### config.mk
export PLATFORM = sky130hd
export DESIGN_NAME = ext_port_wrap
export DESIGN_NICKNAME = d
export VERILOG_FILES = /design/src/source/wrap_cfg_pkg.sv /design/src/source/bus_pkg.sv /design/src/source/cdc_fifo_src.sv /design/src/source/ext_port_wrap.sv /design/src/source/port_channel.sv /design/src/source/port_decoder.sv /design/src/source/resp_collector.sv
export SDC_FILE = /design/constraint.sdc
export NUM_CORES = 1
export LEC_CHECK = 0
export BUFFER_PORTS_ARGS = -buffer_cell sky130_fd_sc_hd__buf_2
export CELL_PAD_IN_SITES_DETAIL_PLACEMENT = 1
export CELL_PAD_IN_SITES_GLOBAL_PLACEMENT = 1
export CORE_AREA = 2 2 443 445
export CTS_CLUSTER_DIAMETER = 100
export CTS_CLUSTER_SIZE = 8
export DETAILED_ROUTE_END_ITERATION = 7
export DIE_AREA = 0 0 445 447
export HOLD_SLACK_MARGIN = 0.12
export PLACE_DENSITY = 0.47
export SLEW_MARGIN = 40
export SYNTH_ARGS = -nofsm -noshare
export SYNTH_HDL_FRONTEND = slang
export SYNTH_SLANG_ARGS = --single-unit
### constraint.sdc
create_clock -name clk_i -period 11.4 [get_ports clk_i]
set_clock_uncertainty 0.05 [all_clocks]
set_input_delay 3.42 -clock clk_i [delete_from_list [all_inputs] [get_ports clk_i]]
set_output_delay 3.42 -clock clk_i [all_outputs]
set_load 0.02 [all_outputs]
### src/source/wrap_cfg_pkg.sv
package wrap_cfg_pkg;

  // Host bus widths
  localparam int unsigned AddrWidth = 32;
  localparam int unsigned DataWidth = 32;

  // Port select field inside the host address
  localparam int unsigned PortSelLsb   = 12;
  localparam int unsigned PortSelWidth = 3;

  // Default sizing handed down by the top level.
  // NumPorts must stay below 2**PortSelWidth so one code is left for decode errors
  localparam int unsigned DefaultNumPorts = 4;

  // FIFO depth is 2**LogDepth entries per port
  localparam int unsigned DefaultLogDepth = 2;

  // Read pointer synchronizer depth
  localparam int unsigned DefaultSyncStages = 2;

endpackage
### src/source/bus_pkg.sv
package bus_pkg;

  // Port index, wide enough for the whole select field
  typedef logic [wrap_cfg_pkg::PortSelWidth-1:0] port_id_t;

  // Host write request, also the FIFO entry
  typedef struct packed {
    logic [wrap_cfg_pkg::AddrWidth-1:0] addr;
    logic [wrap_cfg_pkg::DataWidth-1:0] data;
  } wr_req_t;

  // Completion status
  typedef enum logic [1:0] {
    OKAY     = 2'd0,
    ISOLATED = 2'd1,
    DECERR   = 2'd2
  } resp_status_e;

  // Response towards the host
  typedef struct packed {
    port_id_t     port;
    resp_status_e status;
  } wr_resp_t;

endpackage

### src/source/cdc_fifo_src.sv
module cdc_fifo_src #(
  parameter int unsigned LogDepth   = wrap_cfg_pkg::DefaultLogDepth,
  parameter int unsigned SyncStages = wrap_cfg_pkg::DefaultSyncStages
) (
  input  logic                                  clk_i,
  input  logic                                  reset_i,
  // Local write side
  input  logic                                  push_i,
  input  bus_pkg::wr_req_t                      entry_i,
  output logic                                  full_o,
  output logic                                  empty_o,
  output logic                                  consumed_o,
  // Far side
  output bus_pkg::wr_req_t [2**LogDepth-1:0]    async_data_o,
  output logic [LogDepth:0]                     async_wptr_o,
  input  logic [LogDepth:0]                     async_rptr_i
);

  localparam int unsigned Depth = 2**LogDepth;

  // One extra bit tells full from empty
  typedef logic [LogDepth:0] ptr_t;

  function automatic ptr_t bin2gray(ptr_t bin);
    return bin ^ (bin >> 1);
  endfunction

  function automatic ptr_t gray2bin(ptr_t gray);
    ptr_t bin;
    bin[LogDepth] = gray[LogDepth];
    for (int i = int'(LogDepth) - 1; i >= 0; i--) begin
      bin[i] = bin[i+1] ^ gray[i];
    end
    return bin;
  endfunction

  bus_pkg::wr_req_t [Depth-1:0] data_q;
  ptr_t                         wptr_bin_q;
  ptr_t                         wptr_gray_q;
  ptr_t                         wptr_bin_next;
  ptr_t [SyncStages-1:0]        rptr_sync_q;
  ptr_t                         rptr_bin_q;
  ptr_t                         rptr_done_q;

  assign wptr_bin_next = wptr_bin_q + ptr_t'(1);

  // Entry array, read directly by the far side
  always_ff @(posedge clk_i) begin
    if (push_i) begin
      data_q[wptr_bin_q[LogDepth-1:0]] <= entry_i;
    end
  end

  // Gray pointer is registered so the far side sees single-bit steps
  always_ff @(posedge clk_i) begin
    if (reset_i) begin
      wptr_bin_q  <= '0;
      wptr_gray_q <= '0;
    end else if (push_i) begin
      wptr_bin_q  <= wptr_bin_next;
      wptr_gray_q <= bin2gray(wptr_bin_next);
    end
  end

  // Read pointer synchronizer, then a compare register in binary
  always_ff @(posedge clk_i) begin
    if (reset_i) begin
      rptr_sync_q <= '0;
      rptr_bin_q  <= '0;
      rptr_done_q <= '0;
    end else begin
      rptr_sync_q[0] <= async_rptr_i;
      for (int i = 1; i < SyncStages; i++) begin
        rptr_sync_q[i] <= rptr_sync_q[i-1];
      end
      rptr_bin_q <= gray2bin(rptr_sync_q[SyncStages-1]);
      if (consumed_o) begin
        rptr_done_q <= rptr_done_q + ptr_t'(1);
      end
    end
  end

  // Walk behind the synchronized pointer one entry per cycle
  assign consumed_o = (rptr_done_q != rptr_bin_q);

  // Slots free up only after their consumed pulse
  assign empty_o = (wptr_bin_q == rptr_done_q);
  assign full_o  = (wptr_bin_q == {~rptr_done_q[LogDepth], rptr_done_q[LogDepth-1:0]});

  assign async_data_o = data_q;
  assign async_wptr_o = wptr_gray_q;

endmodule

### src/source/ext_port_wrap.sv
module ext_port_wrap #(
  parameter int unsigned NumPorts   = wrap_cfg_pkg::DefaultNumPorts,
  parameter int unsigned LogDepth   = wrap_cfg_pkg::DefaultLogDepth,
  parameter int unsigned SyncStages = wrap_cfg_pkg::DefaultSyncStages
) (
  input  logic                                                clk_i,
  input  logic                                                reset_i,
  // Host write channel
  input  logic                                                req_valid_i,
  input  bus_pkg::wr_req_t                                    req_i,
  output logic                                                req_ready_o,
  // Host response stream
  output logic                                                resp_valid_o,
  output bus_pkg::wr_resp_t                                   resp_o,
  // Per-port isolation
  input  logic [NumPorts-1:0]                                 isolate_i,
  output logic [NumPorts-1:0]                                 isolated_o,
  // Per-port async FIFO write sides
  output bus_pkg::wr_req_t [NumPorts-1:0][2**LogDepth-1:0]    async_data_o,
  output logic [NumPorts-1:0][LogDepth:0]                     async_wptr_o,
  input  logic [NumPorts-1:0][LogDepth:0]                     async_rptr_i
);

  logic [NumPorts-1:0]                  port_valid;
  bus_pkg::wr_req_t                     port_req;
  logic [NumPorts-1:0]                  port_ready;
  logic [NumPorts-1:0]                  resp_pending;
  bus_pkg::resp_status_e [NumPorts-1:0] resp_status;
  logic [NumPorts-1:0]                  resp_grant;
  logic                                 decerr_pending;
  logic                                 decerr_grant;

  port_decoder #(
    .NumPorts ( NumPorts )
  ) i_port_decoder (
    .clk_i            ( clk_i          ),
    .reset_i          ( reset_i        ),
    .req_valid_i      ( req_valid_i    ),
    .req_i            ( req_i          ),
    .req_ready_o      ( req_ready_o    ),
    .port_valid_o     ( port_valid     ),
    .port_req_o       ( port_req       ),
    .port_ready_i     ( port_ready     ),
    .decerr_pending_o ( decerr_pending ),
    .decerr_grant_i   ( decerr_grant   )
  );

  for (genvar i = 0; i < NumPorts; i++) begin : gen_port
    port_channel #(
      .LogDepth   ( LogDepth   ),
      .SyncStages ( SyncStages )
    ) i_port_channel (
      .clk_i          ( clk_i           ),
      .reset_i        ( reset_i         ),
      .req_valid_i    ( port_valid[i]   ),
      .req_i          ( port_req        ),
      .req_ready_o    ( port_ready[i]   ),
      .isolate_i      ( isolate_i[i]    ),
      .isolated_o     ( isolated_o[i]   ),
      .resp_pending_o ( resp_pending[i] ),
      .resp_status_o  ( resp_status[i]  ),
      .resp_grant_i   ( resp_grant[i]   ),
      .async_data_o   ( async_data_o[i] ),
      .async_wptr_o   ( async_wptr_o[i] ),
      .async_rptr_i   ( async_rptr_i[i] )
    );
  end

  resp_collector #(
    .NumPorts ( NumPorts )
  ) i_resp_collector (
    .clk_i            ( clk_i          ),
    .reset_i          ( reset_i        ),
    .pending_i        ( resp_pending   ),
    .status_i         ( resp_status    ),
    .decerr_pending_i ( decerr_pending ),
    .grant_o          ( resp_grant     ),
    .decerr_grant_o   ( decerr_grant   ),
    .resp_valid_o     ( resp_valid_o   ),
    .resp_o           ( resp_o         )
  );

endmodule

### src/source/port_channel.sv
module port_channel #(
  parameter int unsigned LogDepth   = wrap_cfg_pkg::DefaultLogDepth,
  parameter int unsigned SyncStages = wrap_cfg_pkg::DefaultSyncStages
) (
  input  logic                                  clk_i,
  input  logic                                  reset_i,
  // Request from the decoder
  input  logic                                  req_valid_i,
  input  bus_pkg::wr_req_t                      req_i,
  output logic                                  req_ready_o,
  // Isolation control
  input  logic                                  isolate_i,
  output logic                                  isolated_o,
  // Response offer towards the collector
  output logic                                  resp_pending_o,
  output bus_pkg::resp_status_e                 resp_status_o,
  input  logic                                  resp_grant_i,
  // Far side of the FIFO
  output bus_pkg::wr_req_t [2**LogDepth-1:0]    async_data_o,
  output logic [LogDepth:0]                     async_wptr_o,
  input  logic [LogDepth:0]                     async_rptr_i
);

  // Room for a full FIFO plus a backlog of owed responses
  localparam int unsigned CntWidth = LogDepth + 2;
  localparam logic [CntWidth-1:0] CntMax = '1;

  logic                push;
  logic                isol_accept;
  logic                full;
  logic                empty;
  logic                consumed;
  logic                okay_grant;
  logic                isol_grant;
  logic                drained;
  logic                isolated_q;
  logic [CntWidth-1:0] out_cnt_q;
  logic [CntWidth-1:0] okay_cnt_q;
  logic [CntWidth-1:0] isol_cnt_q;

  cdc_fifo_src #(
    .LogDepth   ( LogDepth   ),
    .SyncStages ( SyncStages )
  ) i_cdc_fifo_src (
    .clk_i        ( clk_i        ),
    .reset_i      ( reset_i      ),
    .push_i       ( push         ),
    .entry_i      ( req_i        ),
    .full_o       ( full         ),
    .empty_o      ( empty        ),
    .consumed_o   ( consumed     ),
    .async_data_o ( async_data_o ),
    .async_wptr_o ( async_wptr_o ),
    .async_rptr_i ( async_rptr_i )
  );

  // Stall while draining; once isolated every request is answered locally
  always_comb begin
    if (isolated_q) begin
      req_ready_o = (isol_cnt_q != CntMax);
    end else if (isolate_i) begin
      req_ready_o = 1'b0;
    end else begin
      req_ready_o = !full && (out_cnt_q != CntMax);
    end
  end

  assign push        = req_valid_i && req_ready_o && !isolated_q;
  assign isol_accept = req_valid_i && req_ready_o && isolated_q;

  // OKAY responses go first
  assign resp_pending_o = (okay_cnt_q != '0) || (isol_cnt_q != '0);
  assign resp_status_o  = (okay_cnt_q != '0) ? bus_pkg::OKAY : bus_pkg::ISOLATED;
  assign okay_grant     = resp_grant_i && (okay_cnt_q != '0);
  assign isol_grant     = resp_grant_i && (okay_cnt_q == '0);

  // Nothing left in the FIFO and no OKAY still owed
  assign drained = empty && (okay_cnt_q == '0);

  always_ff @(posedge clk_i) begin
    if (reset_i) begin
      out_cnt_q  <= '0;
      okay_cnt_q <= '0;
      isol_cnt_q <= '0;
      isolated_q <= 1'b0;
    end else begin
      out_cnt_q  <= out_cnt_q + CntWidth'(push) - CntWidth'(okay_grant);
      okay_cnt_q <= okay_cnt_q + CntWidth'(consumed) - CntWidth'(okay_grant);
      isol_cnt_q <= isol_cnt_q + CntWidth'(isol_accept) - CntWidth'(isol_grant);
      isolated_q <= isolate_i && (isolated_q || drained);
    end
  end

  assign isolated_o = isolated_q;

endmodule

### src/source/port_decoder.sv
module port_decoder #(
  parameter int unsigned NumPorts = wrap_cfg_pkg::DefaultNumPorts
) (
  input  logic                  clk_i,
  input  logic                  reset_i,
  // Host side
  input  logic                  req_valid_i,
  input  bus_pkg::wr_req_t      req_i,
  output logic                  req_ready_o,
  // Channel side
  output logic [NumPorts-1:0]   port_valid_o,
  output bus_pkg::wr_req_t      port_req_o,
  input  logic [NumPorts-1:0]   port_ready_i,
  // Owed decode-error responses
  output logic                  decerr_pending_o,
  input  logic                  decerr_grant_i
);

  localparam int unsigned CntWidth = 4;
  localparam logic [CntWidth-1:0] CntMax = '1;

  bus_pkg::port_id_t   sel;
  logic                in_range;
  logic                sel_ready;
  logic                decerr_accept;
  logic [CntWidth-1:0] decerr_cnt_q;

  assign sel      = req_i.addr[wrap_cfg_pkg::PortSelLsb +: wrap_cfg_pkg::PortSelWidth];
  assign in_range = (32'(sel) < NumPorts);

  // Payload goes to every channel, valid only to the addressed one
  assign port_req_o = req_i;

  always_comb begin
    sel_ready = 1'b0;
    for (int i = 0; i < NumPorts; i++) begin
      port_valid_o[i] = req_valid_i && (32'(sel) == i);
      if (32'(sel) == i) begin
        sel_ready = port_ready_i[i];
      end
    end
  end

  // Out-of-range codes are taken at once unless the owed counter is full
  assign decerr_accept = req_valid_i && !in_range && (decerr_cnt_q != CntMax);
  assign req_ready_o   = in_range ? sel_ready : (decerr_cnt_q != CntMax);

  assign decerr_pending_o = (decerr_cnt_q != '0);

  always_ff @(posedge clk_i) begin
    if (reset_i) begin
      decerr_cnt_q <= '0;
    end else begin
      decerr_cnt_q <= decerr_cnt_q + CntWidth'(decerr_accept) - CntWidth'(decerr_grant_i);
    end
  end

endmodule

### src/source/resp_collector.sv
module resp_collector #(
  parameter int unsigned NumPorts = wrap_cfg_pkg::DefaultNumPorts
) (
  input  logic                                  clk_i,
  input  logic                                  reset_i,
  // Per-port offers
  input  logic [NumPorts-1:0]                   pending_i,
  input  bus_pkg::resp_status_e [NumPorts-1:0]  status_i,
  input  logic                                  decerr_pending_i,
  output logic [NumPorts-1:0]                   grant_o,
  output logic                                  decerr_grant_o,
  // Merged response stream
  output logic                                  resp_valid_o,
  output bus_pkg::wr_resp_t                     resp_o
);

  // Decode errors take the slot after the last port
  localparam int unsigned NumSrc   = NumPorts + 1;
  localparam int unsigned IdxWidth = $clog2(NumSrc);

  logic [NumSrc-1:0]     req;
  logic                  gnt_valid;
  logic [IdxWidth-1:0]   gnt_idx;
  logic [IdxWidth-1:0]   prio_q;
  bus_pkg::resp_status_e gnt_status;
  logic                  resp_valid_q;
  bus_pkg::wr_resp_t     resp_q;

  assign req = {decerr_pending_i, pending_i};

  // First requester at or after the priority pointer
  always_comb begin
    int unsigned idx;
    gnt_valid = 1'b0;
    gnt_idx   = prio_q;
    for (int unsigned k = 0; k < NumSrc; k++) begin
      idx = 32'(prio_q) + k;
      if (idx >= NumSrc) begin
        idx = idx - NumSrc;
      end
      if (!gnt_valid && req[idx]) begin
        gnt_valid = 1'b1;
        gnt_idx   = IdxWidth'(idx);
      end
    end
  end

  always_comb begin
    gnt_status = bus_pkg::DECERR;
    for (int i = 0; i < NumPorts; i++) begin
      grant_o[i] = gnt_valid && (32'(gnt_idx) == i);
      if (32'(gnt_idx) == i) begin
        gnt_status = status_i[i];
      end
    end
  end

  assign decerr_grant_o = gnt_valid && (32'(gnt_idx) == NumPorts);

  always_ff @(posedge clk_i) begin
    if (reset_i) begin
      prio_q       <= '0;
      resp_valid_q <= 1'b0;
    end else begin
      resp_valid_q <= gnt_valid;
      // Winner drops to lowest priority
      if (gnt_valid) begin
        prio_q <= (32'(gnt_idx) == NumPorts) ? '0 : gnt_idx + IdxWidth'(1);
      end
    end
  end

  always_ff @(posedge clk_i) begin
    if (gnt_valid) begin
      resp_q.port   <= bus_pkg::port_id_t'(gnt_idx);
      resp_q.status <= gnt_status;
    end
  end

  assign resp_valid_o = resp_valid_q;
  assign resp_o       = resp_q;

endmodule

Yosys cells after proc, flatten, opt, wreduce, memory -nomap -nowiden
Index checks and enable logic that the tools add are counted.
Widths: inputs -> output; s select.
{"block": "op_classes", "addsub": 44, "magnitude_cmp": 19, "n_eq_ne": 28, "n_mux": 59, "bitwise_logic": 16, "reduce_logical": 87}
{"operator": "$bwmux 256", "count": 4}
{"operator": "$demux 64 s2", "count": 4}
{"operator": "$mux 64", "count": 4}
{"operator": "$lt 32x4->1 const B", "count": 5}
{"operator": "$mux 32", "count": 5}
{"operator": "$ge 32x3->1 const B", "count": 4}
{"operator": "$sub 32x3->32 const B", "count": 4}
{"operator": "$add 4x1->4", "count": 13}
{"operator": "$sub 4x1->4", "count": 13}
{"operator": "$logic_and 1x1->1", "count": 51}
{"operator": "$ne 4x4->1 const B", "count": 9}
{"operator": "$reduce_bool 4->1", "count": 9}
{"operator": "$add 3x1->3 const B", "count": 9}
{"operator": "$mux 1", "count": 27}
{"operator": "$eq 3x3->1", "count": 8}
{"operator": "$mux 3", "count": 6}
{"operator": "$logic_not 4->1", "count": 4}
{"operator": "$bmux 1 s3", "count": 5}
{"operator": "$logic_not 1->1", "count": 13}
{"operator": "$eq 3x2->1 const B", "count": 4}
{"operator": "$lt 2x3->1 const B", "count": 4}
{"operator": "$ne 3x3->1", "count": 4}
{"operator": "$xor 3x2->3", "count": 4}
{"operator": "$add 3x2->4 const B", "count": 2}
{"operator": "other kinds (13)", "count": 38}
{"block": "totals", "reg_bits": 1161, "inputBits": 83, "output_inout_bits": 1047, "elab_cells": 330}

Longest topological paths before layout
Gate-level depths: netlist of the first run.
{"block": "depth", "depth_word": 22, "mapped_depth": 23, "mapped_depth_nobuf": 23}

Modules after synthesis
From an unflattened synthesis of the first run, not the netlist that was laid out.
{"block": "hier_totals", "hier_cells": 2052, "area_unflattened_um2": 39995.9}
{"mod": "cdc_fifo_src", "n_inst": 4, "cells_each": 336, "area_per_inst_um2": 8471.9, "seq_area_each_um2": 8027.7}
{"mod": "port_channel", "n_inst": 4, "cells_each": 95, "area_per_inst_um2": 883.3, "seq_area_each_um2": 260.2}
{"mod": "resp_collector", "n_inst": 1, "cells_each": 225, "area_per_inst_um2": 1739.2, "seq_area_each_um2": 230.2}
{"mod": "port_decoder", "n_inst": 1, "cells_each": 103, "area_per_inst_um2": 835.8, "seq_area_each_um2": 80.1}

Least setup slack after synthesis of the first run
Ideal clock, no wire load.
{"block": "synth_path", "path_kind": "input port to output port", "start": "in isolate_i[2]", "end": "out req_ready_o", "arrival_ns": 4.210, "t_required_ns": 7.930, "path_slack_ns": 3.720, "path_stages": 4, "n_path_buf": 0, "cell_sequence": "a311oi_1 -> o2111ai_1 -> o211ai_1 -> a211o_1"}
{"block": "synth_between", "elab_chain_len": 5}
{"item": "start: declaration", "line_no": "ext_port_wrap.sv:16", "text": "input logic [NumPorts-1:0] isolate_i,"}
{"item": "$mux 1", "line_no": "port_channel.sv:61", "text": "end else if (isolate_i) begin"}
{"item": "$mux 1", "line_no": "port_channel.sv:59", "text": "if (isolated_q) begin"}
{"item": "$mux 1 (2 in series)", "line_no": "port_decoder.sv:38", "text": "if (32'(sel) == i) begin"}
{"item": "$mux 1", "line_no": "port_decoder.sv:46", "text": "assign req_ready_o = in_range ? sel_ready : (decerr_cnt_q != CntMax);"}
{"item": "end: declaration", "line_no": "ext_port_wrap.sv:11", "text": "output logic req_ready_o,"}
Every way passes these cells.

Worst setup path in the final report of the first run
{"block": "layout_path", "start": "in req_i[44] (netlist name)", "end": "out req_ready_o"}
{"block": "layout_between", "elab_chain_len": 6, "elab_cells_between_ends": 10, "classes_between": "order compare: 1; eq/ne: 3; mux: 5; reduce/logical: 1"}
{"item": "start: declaration", "line_no": "ext_port_wrap.sv:10", "text": "input bus_pkg::wr_req_t req_i,"}
{"item": "$logic_not 3->1", "line_no": "port_decoder.sv:38"}
{"item": "$mux 1 (4 in series)", "line_no": "port_decoder.sv:38"}
{"item": "$mux 1 *", "line_no": "port_decoder.sv:46"}
Mark *: on every way between the ends. The rest lies on a longest branch, timed or not.

==> run metrics, run 1 <==
CTS tree=done; status=finished, final reports clean; Reg2Reg Depth=20; initial antenna violation count=21; Lkg Pwr=a little under 0.02 uW; post-route ant nets=0; layout cells sized above 1=a little over two fifths; Crit-path slowest cell=buf_2; vias per inst=3.85; commonest non-fill, non-tap cell in the layout=buf_2; Most common cell on crit path=buf_2; minimum clock period=8.39 ns; Worst EP arrival=4.92 ns; synthesis-to-finish area growth=35.1%; Max IR drop VDD=approximately 150 uV; # Post-CTS Setup Buffers=0; max-cap check violation count=0; buffers added on ports=1129; Synth Flop Type=edfxtp_1; Die X-Extent=roughly 450 um; final WL=154000 um; vias in the first global route=~22000; Final period util=between 70% and 80%; Synth cell types=73; Rows=~160; global-route wire length before repair=201000 um; largest net degree at the start of global routing=72; Least-Margin Pin Slew=0.852 ns; crit path to=req_ready_o; Post-Syn Area per Cell=approximately 20 um2; TritonRoute pass-1 iters=5; dpl ws=around 2.9 ns; Max clock buf depth=3; Vias=~22000; Setup CP Type=primary input to primary output; total track usage=~15%; gate count of the mapped netlist=1898; FF-to-FF End=gen_port[3].i_port_channel.out_cnt_q[2]$_SDFF_PP0_; HP Class=register to register; gpl congestion=0.788; htree depth=4; clk root buf=clkbuf_16; core box area=around 190000 um2; RSZ-0062 raised after global routing=false; Max Slew Vio Count=0; Inserted Clock Buffers=between 150 and 200; max incr delay on CP=roughly 0.47 ns; total die area=around 200000 um2; Initial Utilization=between 15 and 20%; crit-path cells=buf_2, nor2_1, o2111ai_1, o211ai_1, a211o_1, buf_2; HPWL after DPL=roughly 110000 um; Reg2Reg Setup Slack=around 5.0 ns; synthesis warning total=0; Net count, final=around 3400; maximum clock frequency=between 100 and 150 MHz; grt ovf=0; area post-placement=47700 um2; crit path from=req_i[44]; Syn Nets=roughly 2100; type of origin of the critical path=primary input; DRC viols=0; wire length per cell=~27 um; Die H=447 um; most frequent cells in the layout=1128 x buf_2, 1029 x edfxtp_1, 166 x clkbuf_16; Worst slew margin=about 43%; clk sinks=1157; Worst setup EP type=primary output; Async SR Flop Fraction=0%; drt first-iter violations=approximately 1400; fillers=between 20000 and 25000; setup ws final=between 3 and 4 ns; # hold bufs at CTS=0; Reg clk slew, reported paths=0.05 ns; number of flops mapped to enable cells by yosys=between 1000 and 1500; Final Hold Fails=0; crit path max fanout=19; post-route cell area=about 52000 um2; clk_lat worst skew=0.81 ns; Seq/Total Area, Yosys=between 80% and 90%; Total Neg Setup Slack=0 ns; IO Pins=between 1000 and 1500; Worst R2R Start=i_resp_collector.prio_q[0]$_SDFFE_PP0N_; cts repair resizes=0; pwr dens=between 200 and 250 nW/um2; Synth Register Bits=approximately 1200; Required @ worst endpoint=between 7 and 8 ns; setup violators final=0; synthesized cell area=approximately 39000 um2
-- metrics by stage --
| stage | utilization [%] | cells | total power, uW | hold slack [ns] |
|---|---|---|---|---|
| after CTS | 27.0 | 5767 | 11500 | 0.384 |
| after global placement | 24.6 | 5566 | 6980 | 0.374 |
| after detailed placement | 24.6 | 5567 | 7020 | 0.378 |
| final | 27.0 | 5775 | 11400 | 0.382 |
| after floorplan | - | 1898 | 6380 | 0.364 |
| after global routing | 27.0 | 5774 | 12000 | 0.405 |
-- how the worst min path moves through the flow --
stage               endpoint  slack (ns)  cells after the start
floorplan           register        0.36                      1
global placement    register        0.37                      1
detailed placement  register        0.38                      1
CTS                 register        0.38                      1
global route        register        0.40                      1
finish              register        0.38                      1
-- cell families (layout without fill, tap and decap cells) --
kind of cell	count (synthesis)	after routing	share of synthesized area (%)
simple gates	282	282	3.91
compound gates	108	108	1.93
other cells	0	5	0
buf+inv	125	1455	1.31
mux	22	22	0.577
fa+ha+maj	117	117	4.05
flops	1157	1157	86.3
xor+xnor	87	87	1.96
-- metal layers --
layer / vias to the layer above / global-route usage (%) / routed length, um
li1: 9662 / - / -
met3: 231 / 3.72 / 9160
met4: 6 / 5.66 / 5020
met5: - / 0 / 34
met2: 825 / 27.6 / 83600
met1: 11500 / 15.9 / 56600
-- Yosys cell counts (3+ instances only) --
cell | count | area [um2]
a21o_1 | 15 | 113
a21oi_1 | 28 | 140
a311oi_1 | 3 | 26.3
a31oi_1 | 7 | 43.8
a32oi_1 | 3 | 26.3
and2_1 | 18 | 113
and3_1 | 9 | 56.3
buf_1 | 4 | 15.0
buf_4 | 8 | 60.1
clkbuf_1 | 14 | 52.6
dfxtp_1 | 128 | 2560
edfxtp_1 | 1029 | 30900
fa_1 | 14 | 280
ha_1 | 103 | 1290
inv_1 | 95 | 357
mux2_2 | 3 | 33.8
mux2i_1 | 19 | 190
nand2_1 | 27 | 101
nand2b_1 | 10 | 62.6
nand3_1 | 10 | 50.1
nand3b_1 | 4 | 30.0
nand4_1 | 6 | 37.5
nor2_1 | 96 | 360
nor2b_1 | 52 | 325
nor3_1 | 15 | 75.1
nor3b_1 | 11 | 82.6
nor4_1 | 3 | 18.8
o21ai_0 | 15 | 75.1
o22ai_1 | 4 | 25.0
or3_1 | 6 | 37.5
xnor2_1 | 53 | 464
xor2_1 | 34 | 298
-- sequential cells by signal (all words and copies together), names as in the netlist, 8 cells and up --
| name | flops |
|---|---|
| gen_port.i_port_channel.i_cdc_fifo_src.rptr_sync_q | 24 |
| gen_port.i_port_channel.out_cnt_q | 16 |
| gen_port.i_port_channel.isol_cnt_q | 16 |
| gen_port.i_port_channel.i_cdc_fifo_src.wptr_bin_q | 12 |
| gen_port.i_port_channel.i_cdc_fifo_src.rptr_done_q | 12 |
| gen_port.i_port_channel.i_cdc_fifo_src.async_wptr_o | 8 |
| gen_port.i_port_channel.okay_cnt_q | 16 |
| gen_port.i_port_channel.i_cdc_fifo_src.async_data_o | 1024 |
| gen_port.i_port_channel.i_cdc_fifo_src.rptr_bin_q | 12 |
-- where the power goes --
| part | internal [uW] | leakage, uW | switching [uW] |
|---|---|---|---|
| registers | 4760 | 0.0103 | 84.2 |
| logic | 852 | 0.00704 | 1210 |
| clock network | 2610 | 0.00222 | 1850 |
-- critical path: cells and delay by family --
family / cells / cell delay [ns]
AOI/OAI and AO/OA: 3 / 0.66
buffers and inverters: 2 / 0.66
and+or+nand+nor: 1 / 0.15
-- layout make-up --
type                       count  area, um2  area share, %
sequential                  1157      33500           63.8
timing repair buffer        1158       5930           11.3
multi-input combinational    616       4870           9.30
clock buffer                 183       4230           8.07
tap                         2542       3180           6.07
clock inverter                17        367          0.699
inverter                      97        364          0.695
antenna                        5       12.5         0.0239
No activity file was read; power rests on OpenSTA's default activity.
==> run 2, diff against run 1 <==
--- a/config.mk
+++ b/config.mk
@@ -8,13 +8,13 @@
 export BUFFER_PORTS_ARGS = -buffer_cell sky130_fd_sc_hd__buf_2
 export CELL_PAD_IN_SITES_DETAIL_PLACEMENT = 1
 export CELL_PAD_IN_SITES_GLOBAL_PLACEMENT = 1
-export CORE_AREA = 2 2 443 445
+export CORE_AREA = 2 2 440 442
 export CTS_CLUSTER_DIAMETER = 100
 export CTS_CLUSTER_SIZE = 8
 export DETAILED_ROUTE_END_ITERATION = 7
-export DIE_AREA = 0 0 445 447
+export DIE_AREA = 0 0 442 444
 export HOLD_SLACK_MARGIN = 0.12
-export PLACE_DENSITY = 0.47
+export PLACE_DENSITY = 0.49
 export SLEW_MARGIN = 40
 export SYNTH_ARGS = -nofsm -noshare
 export SYNTH_HDL_FRONTEND = slang
==> constraint.sdc (replaced) <==
create_clock -name clk_i -period 7.49 [get_ports clk_i]
set_clock_uncertainty 0.05 [all_clocks]
set_input_delay 2.247 -clock clk_i [delete_from_list [all_inputs] [get_ports clk_i]]
set_output_delay 2.247 -clock clk_i [all_outputs]
set_load 0.02 [all_outputs]
==> run metrics, run 2 (synthesized netlist as in run 1, its figures left out) <==
status=finished, final reports clean; crit-path cells=buf_2, and3b_1, o211ai_1, o211ai_1, a211o_1, buf_2; drt first-iter violations=between 1000 and 1500; DRC viols=0; most frequent cells in the layout=1128 x buf_2, 1029 x edfxtp_1, 166 x clkbuf_16; Die H=roughly 440 um; minimum clock period=approximately 6 ns; total track usage=between 10% and 20%; TritonRoute pass-1 iters=5; clk root buf=clkbuf_16; vias per inst=around 3.9; vias in the first global route=approximately 22000; Final period util=around four fifths; Crit-path slowest cell=buf_2; Hold WS=0.387 ns; CTS tree=done; initial antenna violation count=30; Reg clk slew, reported paths=~0.040 ns; Worst setup EP type=primary output; fillers=between 20000 and 25000; clk_lat worst skew=roughly 0.80 ns; HP Class=register to register; # Post-CTS Setup Buffers=0; Net count, final=between 3000 and 4000; setup violators final=0; Vias=roughly 22000; clk sinks=1157; max incr delay on CP=roughly 0.4 ns; wire length per cell=between 20 and 30 um; Rows=161; Initial Utilization=20.2%; final WL=around 160000 um; Final Hold Fails=0; synthesis-to-finish area growth=35.5%; maximum clock frequency=165 MHz; layout cells sized above 1=between 40% and 50%; crit path max fanout=21; max-cap check violation count=0; Inserted Clock Buffers=165; Top delay family on crit path=compound AO/OA/AOI/OAI gates; type of origin of the critical path=primary input; largest net degree at the start of global routing=between 60 and 70; buffers added on ports=1129; number of flip-flops in the largest register=just over 1000; HPWL after DPL=about 110000 um; Buf/Inv on CP=2; # hold bufs at CTS=0; core box area=between 150000 and 200000 um2; RSZ-0062 raised after global routing=false; global-route wire length before repair=between 200000 and 250000 um; Worst EP arrival=3.76 ns; Max IR drop VDD=~200 uV; Setup CP Type=primary input to primary output; pwr dens=between 300 and 400 nW/um2; Total Neg Setup Slack=0 ns; total die area=196000 um2; post-route ant nets=0; gpl congestion=roughly 0.82; grt ovf=0; Lkg Pwr=0.0197 uW; htree depth=4; Max Slew Vio Count=0; IO Pins=roughly 1100; Least-Margin Pin Slew=between 0.7 and 0.8 ns; Worst slew margin=46.9%; Max clock buf depth=3; cts repair resizes=0; commonest non-fill, non-tap cell in the layout=buf_2; Die X-Extent=approximately 440 um; Required @ worst endpoint=between 5 and 6 ns
## run 2: cell types whose count changed in the layout (fill, tap and decap cells not counted), moves of 2 or more
cell / before / now
clkinv_4: 0 / 2
clkbuf_1: 16 / 10
clkinv_8: 2 / 0
buf_4: 24 / 30
diode_2: 5 / 10
buf_12: 4 / 9
buf_6: 2 / 0
## run 2: where the power goes
part           internal, uW  switching, uW
Sequential             7250            116
Combinational          1280           1860
Clock                  4010           2790
Total                 12500           4770
## run 2: through the flow
step                instance area, um2  cells  setup WS, ns  power [uW]  utilization (%)
global placement                 47800   5560          1.44       10600             25.0
finish                           52500   5769          1.44       17300             27.4
detailed placement               47900   5563          1.43       10700             25.0
CTS                              52500   5759          1.42       17600             27.4
global route                     52500   5760          1.10       18200             27.4
floorplan                        38800   1898          2.11        9720                -
## run 2: worst paths after layout
| path | slack (ns) | depth (start not counted) | startpoint | endpoint |
|---|---|---|---|---|
| setup / recovery | 1.44 | 6 | req_i[46] | req_ready_o |
| hold / removal | 0.39 | 1 | register | register |
| setup reg to reg | 1.67 | 21 | i_resp_collector.prio_q[0]$_SDFFE_PP0N_ | gen_port[3].i_port_channel.out_cnt_q[3]$_SDFF_PP0_ |
| hold reg to reg | 0.39 | 1 | register | register |
## run 2: final cells by class
cell class | instances | area, um2 | share of cell area [%]
diodes | 10 | 25.0 | 0.0476
clock buffers | 177 | 4210 | 8.00
clock inverters | 19 | 405 | 0.772
inverters | 97 | 364 | 0.693
multi-input cells | 616 | 4870 | 9.27
flip-flops and latches | 1157 | 33500 | 63.7
well taps | 2526 | 3160 | 6.02
repair buffers | 1167 | 6050 | 11.5
## run 2: worst reg2reg max path, delay by kind of cell, from the launching register on
kind                       cells  cell delay [ns]
and+or+nand+nor                6             1.92
adders and majority gates      5             1.53
AOI/OAI and AO/OA              6             1.21
buffers and inverters          3             0.49
DFF                            1             0.30
xor gates and xnor gates       1             0.13
## run 2: metal layers
| metal | routed length (um) | global-route usage [%] |
|---|---|---|
| met5 | 161 | 0 |
| met4 | 4880 | 5.43 |
| met3 | 11200 | 4.82 |
| met2 | 83400 | 28.3 |
| met1 | 57900 | 16.8 |
==> run 3, diff against run 2 <==
--- a/config.mk
+++ b/config.mk
@@ -5,16 +5,17 @@
 export SDC_FILE = /design/constraint.sdc
 export NUM_CORES = 1
 export LEC_CHECK = 0
+export ABC_AREA = 1
 export BUFFER_PORTS_ARGS = -buffer_cell sky130_fd_sc_hd__buf_2
 export CELL_PAD_IN_SITES_DETAIL_PLACEMENT = 1
 export CELL_PAD_IN_SITES_GLOBAL_PLACEMENT = 1
-export CORE_AREA = 2 2 440 442
+export CORE_AREA = 2 2 437 439
 export CTS_CLUSTER_DIAMETER = 100
 export CTS_CLUSTER_SIZE = 8
 export DETAILED_ROUTE_END_ITERATION = 7
-export DIE_AREA = 0 0 442 444
+export DIE_AREA = 0 0 439 441
 export HOLD_SLACK_MARGIN = 0.12
-export PLACE_DENSITY = 0.49
+export PLACE_DENSITY = 0.48
 export SLEW_MARGIN = 40
 export SYNTH_ARGS = -nofsm -noshare
 export SYNTH_HDL_FRONTEND = slang
==> constraint.sdc (replaced) <==
create_clock -name clk_i -period 6.1 [get_ports clk_i]
set_clock_uncertainty 0.05 [all_clocks]
set_input_delay 1.83 -clock clk_i [delete_from_list [all_inputs] [get_ports clk_i]]
set_output_delay 1.83 -clock clk_i [all_outputs]
set_load 0.02 [all_outputs]
==> run metrics, run 3 <==
HP Class=register to register; initial antenna violation count=39; crit path max fanout=8; Synth Register Bits=1157; post-route ant nets=0; fillers=roughly 20000; commonest non-fill, non-tap cell in the layout=buf_2; Synth Flop Type=edfxtp_1; top-count cell post-synth=edfxtp_1; Total Neg Setup Slack=0 ns; Async SR Flop Fraction=0%; type of origin of the critical path=register; Inserted Clock Buffers=164; number of flip-flops in the largest register=~1000; cts repair resizes=0; Vias=between 20000 and 25000; status=finished, final reports clean; synthesized cell area=approximately 39000 um2; HPWL after DPL=between 100000 and 150000 um; Crit-path slowest cell=dfxtp_1; # hold bufs at CTS=0; Tot Pwr=roughly 21000 uW; final WL=between 150000 and 200000 um; most instantiated cells after synthesis=1029 x edfxtp_1, 211 x inv_1, 149 x nor2_1; Worst R2R Start=i_resp_collector.prio_q[1]$_SDFFE_PP0N_; layout cells sized above 1=roughly 41%; Required @ worst endpoint=between 6 and 7 ns; number of flops mapped to enable cells by yosys=around 1000; Setup CP Type=register to register; multi-input logic area=roughly 4500 um2; Least-Margin Pin Slew=roughly 0.88 ns; total die area=between 150000 and 200000 um2; Initial Utilization=between 20 and 25%; Post-Synth Adder-Cell Area=under 10%; Lkg Pwr=roughly 0.020 uW; Hold WS=0.350 ns; Post-Synth Simple-Gate Area=4.31%; crit path from=i_resp_collector.prio_q[1]$_SDFFE_PP0N_; Rows=160; clk_lat worst skew=approximately 0.8 ns; synthesis-to-finish area growth=35.7%; htree depth=4; max incr delay on CP=0.55 ns; largest family of logic cells by synthesized area=simple AND/OR/NAND/NOR gates; Final Hold Fails=0; gate count of the mapped netlist=2082; Die H=about 440 um; gpl congestion=0.828; wire length per cell=between 20 and 30 um; Max clock buf depth=3; synthesis warning total=0; Syn Nets=2282; post-synthesis compound-gate area fraction=1.90%; synth top area cells=edfxtp_1 80%, dfxtp_1 6.6%, ha_1 3.3%; Synth Area in XOR/XNOR=~1.1%; Worst EP arrival=5.89 ns; Worst setup EP type=register; RSZ-0062 raised after global routing=false; Reg clk slew, reported paths=around 0.060 ns; total track usage=about 17%; Die X-Extent=439 um; Max Slew Vio Count=0; grt ovf=0; Post-Syn Area per Cell=~19 um2; vias in the first global route=around 23000; cell taking the most area after synthesis=edfxtp_1; core box area=about 190000 um2; drt first-iter violations=approximately 1700; TritonRoute pass-1 iters=5; pwr dens=between 400 and 500 nW/um2; Final period util=86.6%; Seq/Total Area, Yosys=about 86%; minimum clock period=roughly 5.3 ns; area share of the largest cell type after synthesis=approximately four fifths; CTS tree=done; most frequent cells in the layout=1128 x buf_2, 1029 x edfxtp_1, 210 x inv_1; vias per inst=a little under 4; # Post-CTS Setup Buffers=0; DRC viols=0; Storage cell area=approximately 33000 um2; Worst slew margin=41.5%; largest net degree at the start of global routing=65; clk sinks=1157; max-cap check violation count=0; Synth cell types=42; Most common cell on crit path=inv_1; multiplexer share of the synthesized area=0%; maximum clock frequency=~190 MHz; Net count, final=~3600; setup violators final=0; global-route wire length before repair=215000 um; clk root buf=clkbuf_16; Max IR drop VDD=approximately 220 uV; IO Pins=roughly 1100; buffers added on ports=roughly 1100
## run 3: cell type report
| class | count | area share, % |
|---|---|---|
| multi-input cells | 684 | 8.61 |
| well taps | 2511 | 5.96 |
| clock buffers | 177 | 7.98 |
| repair buffers | 1168 | 11.6 |
| flip-flops and latches | 1157 | 63.5 |
| diodes | 9 | 0.0428 |
| inverters | 216 | 1.54 |
| clock inverters | 17 | 0.708 |
## run 3: kinds of logic (layout without fill, tap and decap cells)
logic type      after synthesis  after routing
fa+ha+maj                   117            117
xor+xnor                     48             48
flops                      1157           1157
buf+inv                     241           1578
simple gates                387            387
other cells                   0              9
compound gates              132            132
## run 3: path summary, 6_finish.rpt
path                                                   endpoint  slack (ns)  cells after the start
max reg2reg  gen_port[0].i_port_channel.out_cnt_q[2]$_SDFF_PP0_        0.82                     28
min reg2reg                                            register        0.35                      2
max          gen_port[0].i_port_channel.out_cnt_q[2]$_SDFF_PP0_        0.82                     28
min                                                    register        0.35                      2
## run 3: power breakdown
part / total (uW) / internal (uW) / switching (uW)
logic: 3760 / 1320 / 2440
clock network: 8310 / 4870 / 3440
registers: 9070 / 8920 / 154
## run 3: worst max-delay path: cells and delay by family (launching register included)
family	cells	cell delay, ns
fa+ha+maj	6	1.67
buf+inv	9	0.77
simple gates	9	1.28
flops	1	0.55
compound gates	3	0.65
xor+xnor	1	0.15
## run 3: metrics by stage
| step | instance area, um2 | setup slack [ns] | cells | utilization [%] |
|---|---|---|---|---|
| final | 52700 | 0.818 | 5939 | 27.8 |
| after floorplan | 38800 | 0.261 | 2082 | - |
| after global routing | 52700 | 0.221 | 5932 | 27.8 |
| after CTS | 52700 | 0.762 | 5930 | 27.8 |
| after detailed placement | 48100 | 0.827 | 5736 | 25.4 |
| after global placement | 48100 | 0.951 | 5736 | 25.4 |
## run 3: routing by layer
layer	GRT usage, %	part of all wire (%)
met5	0.149	0.15
met4	6.37	3.6
met2	28.9	51
met3	6.21	8.9
met1	18.0	36
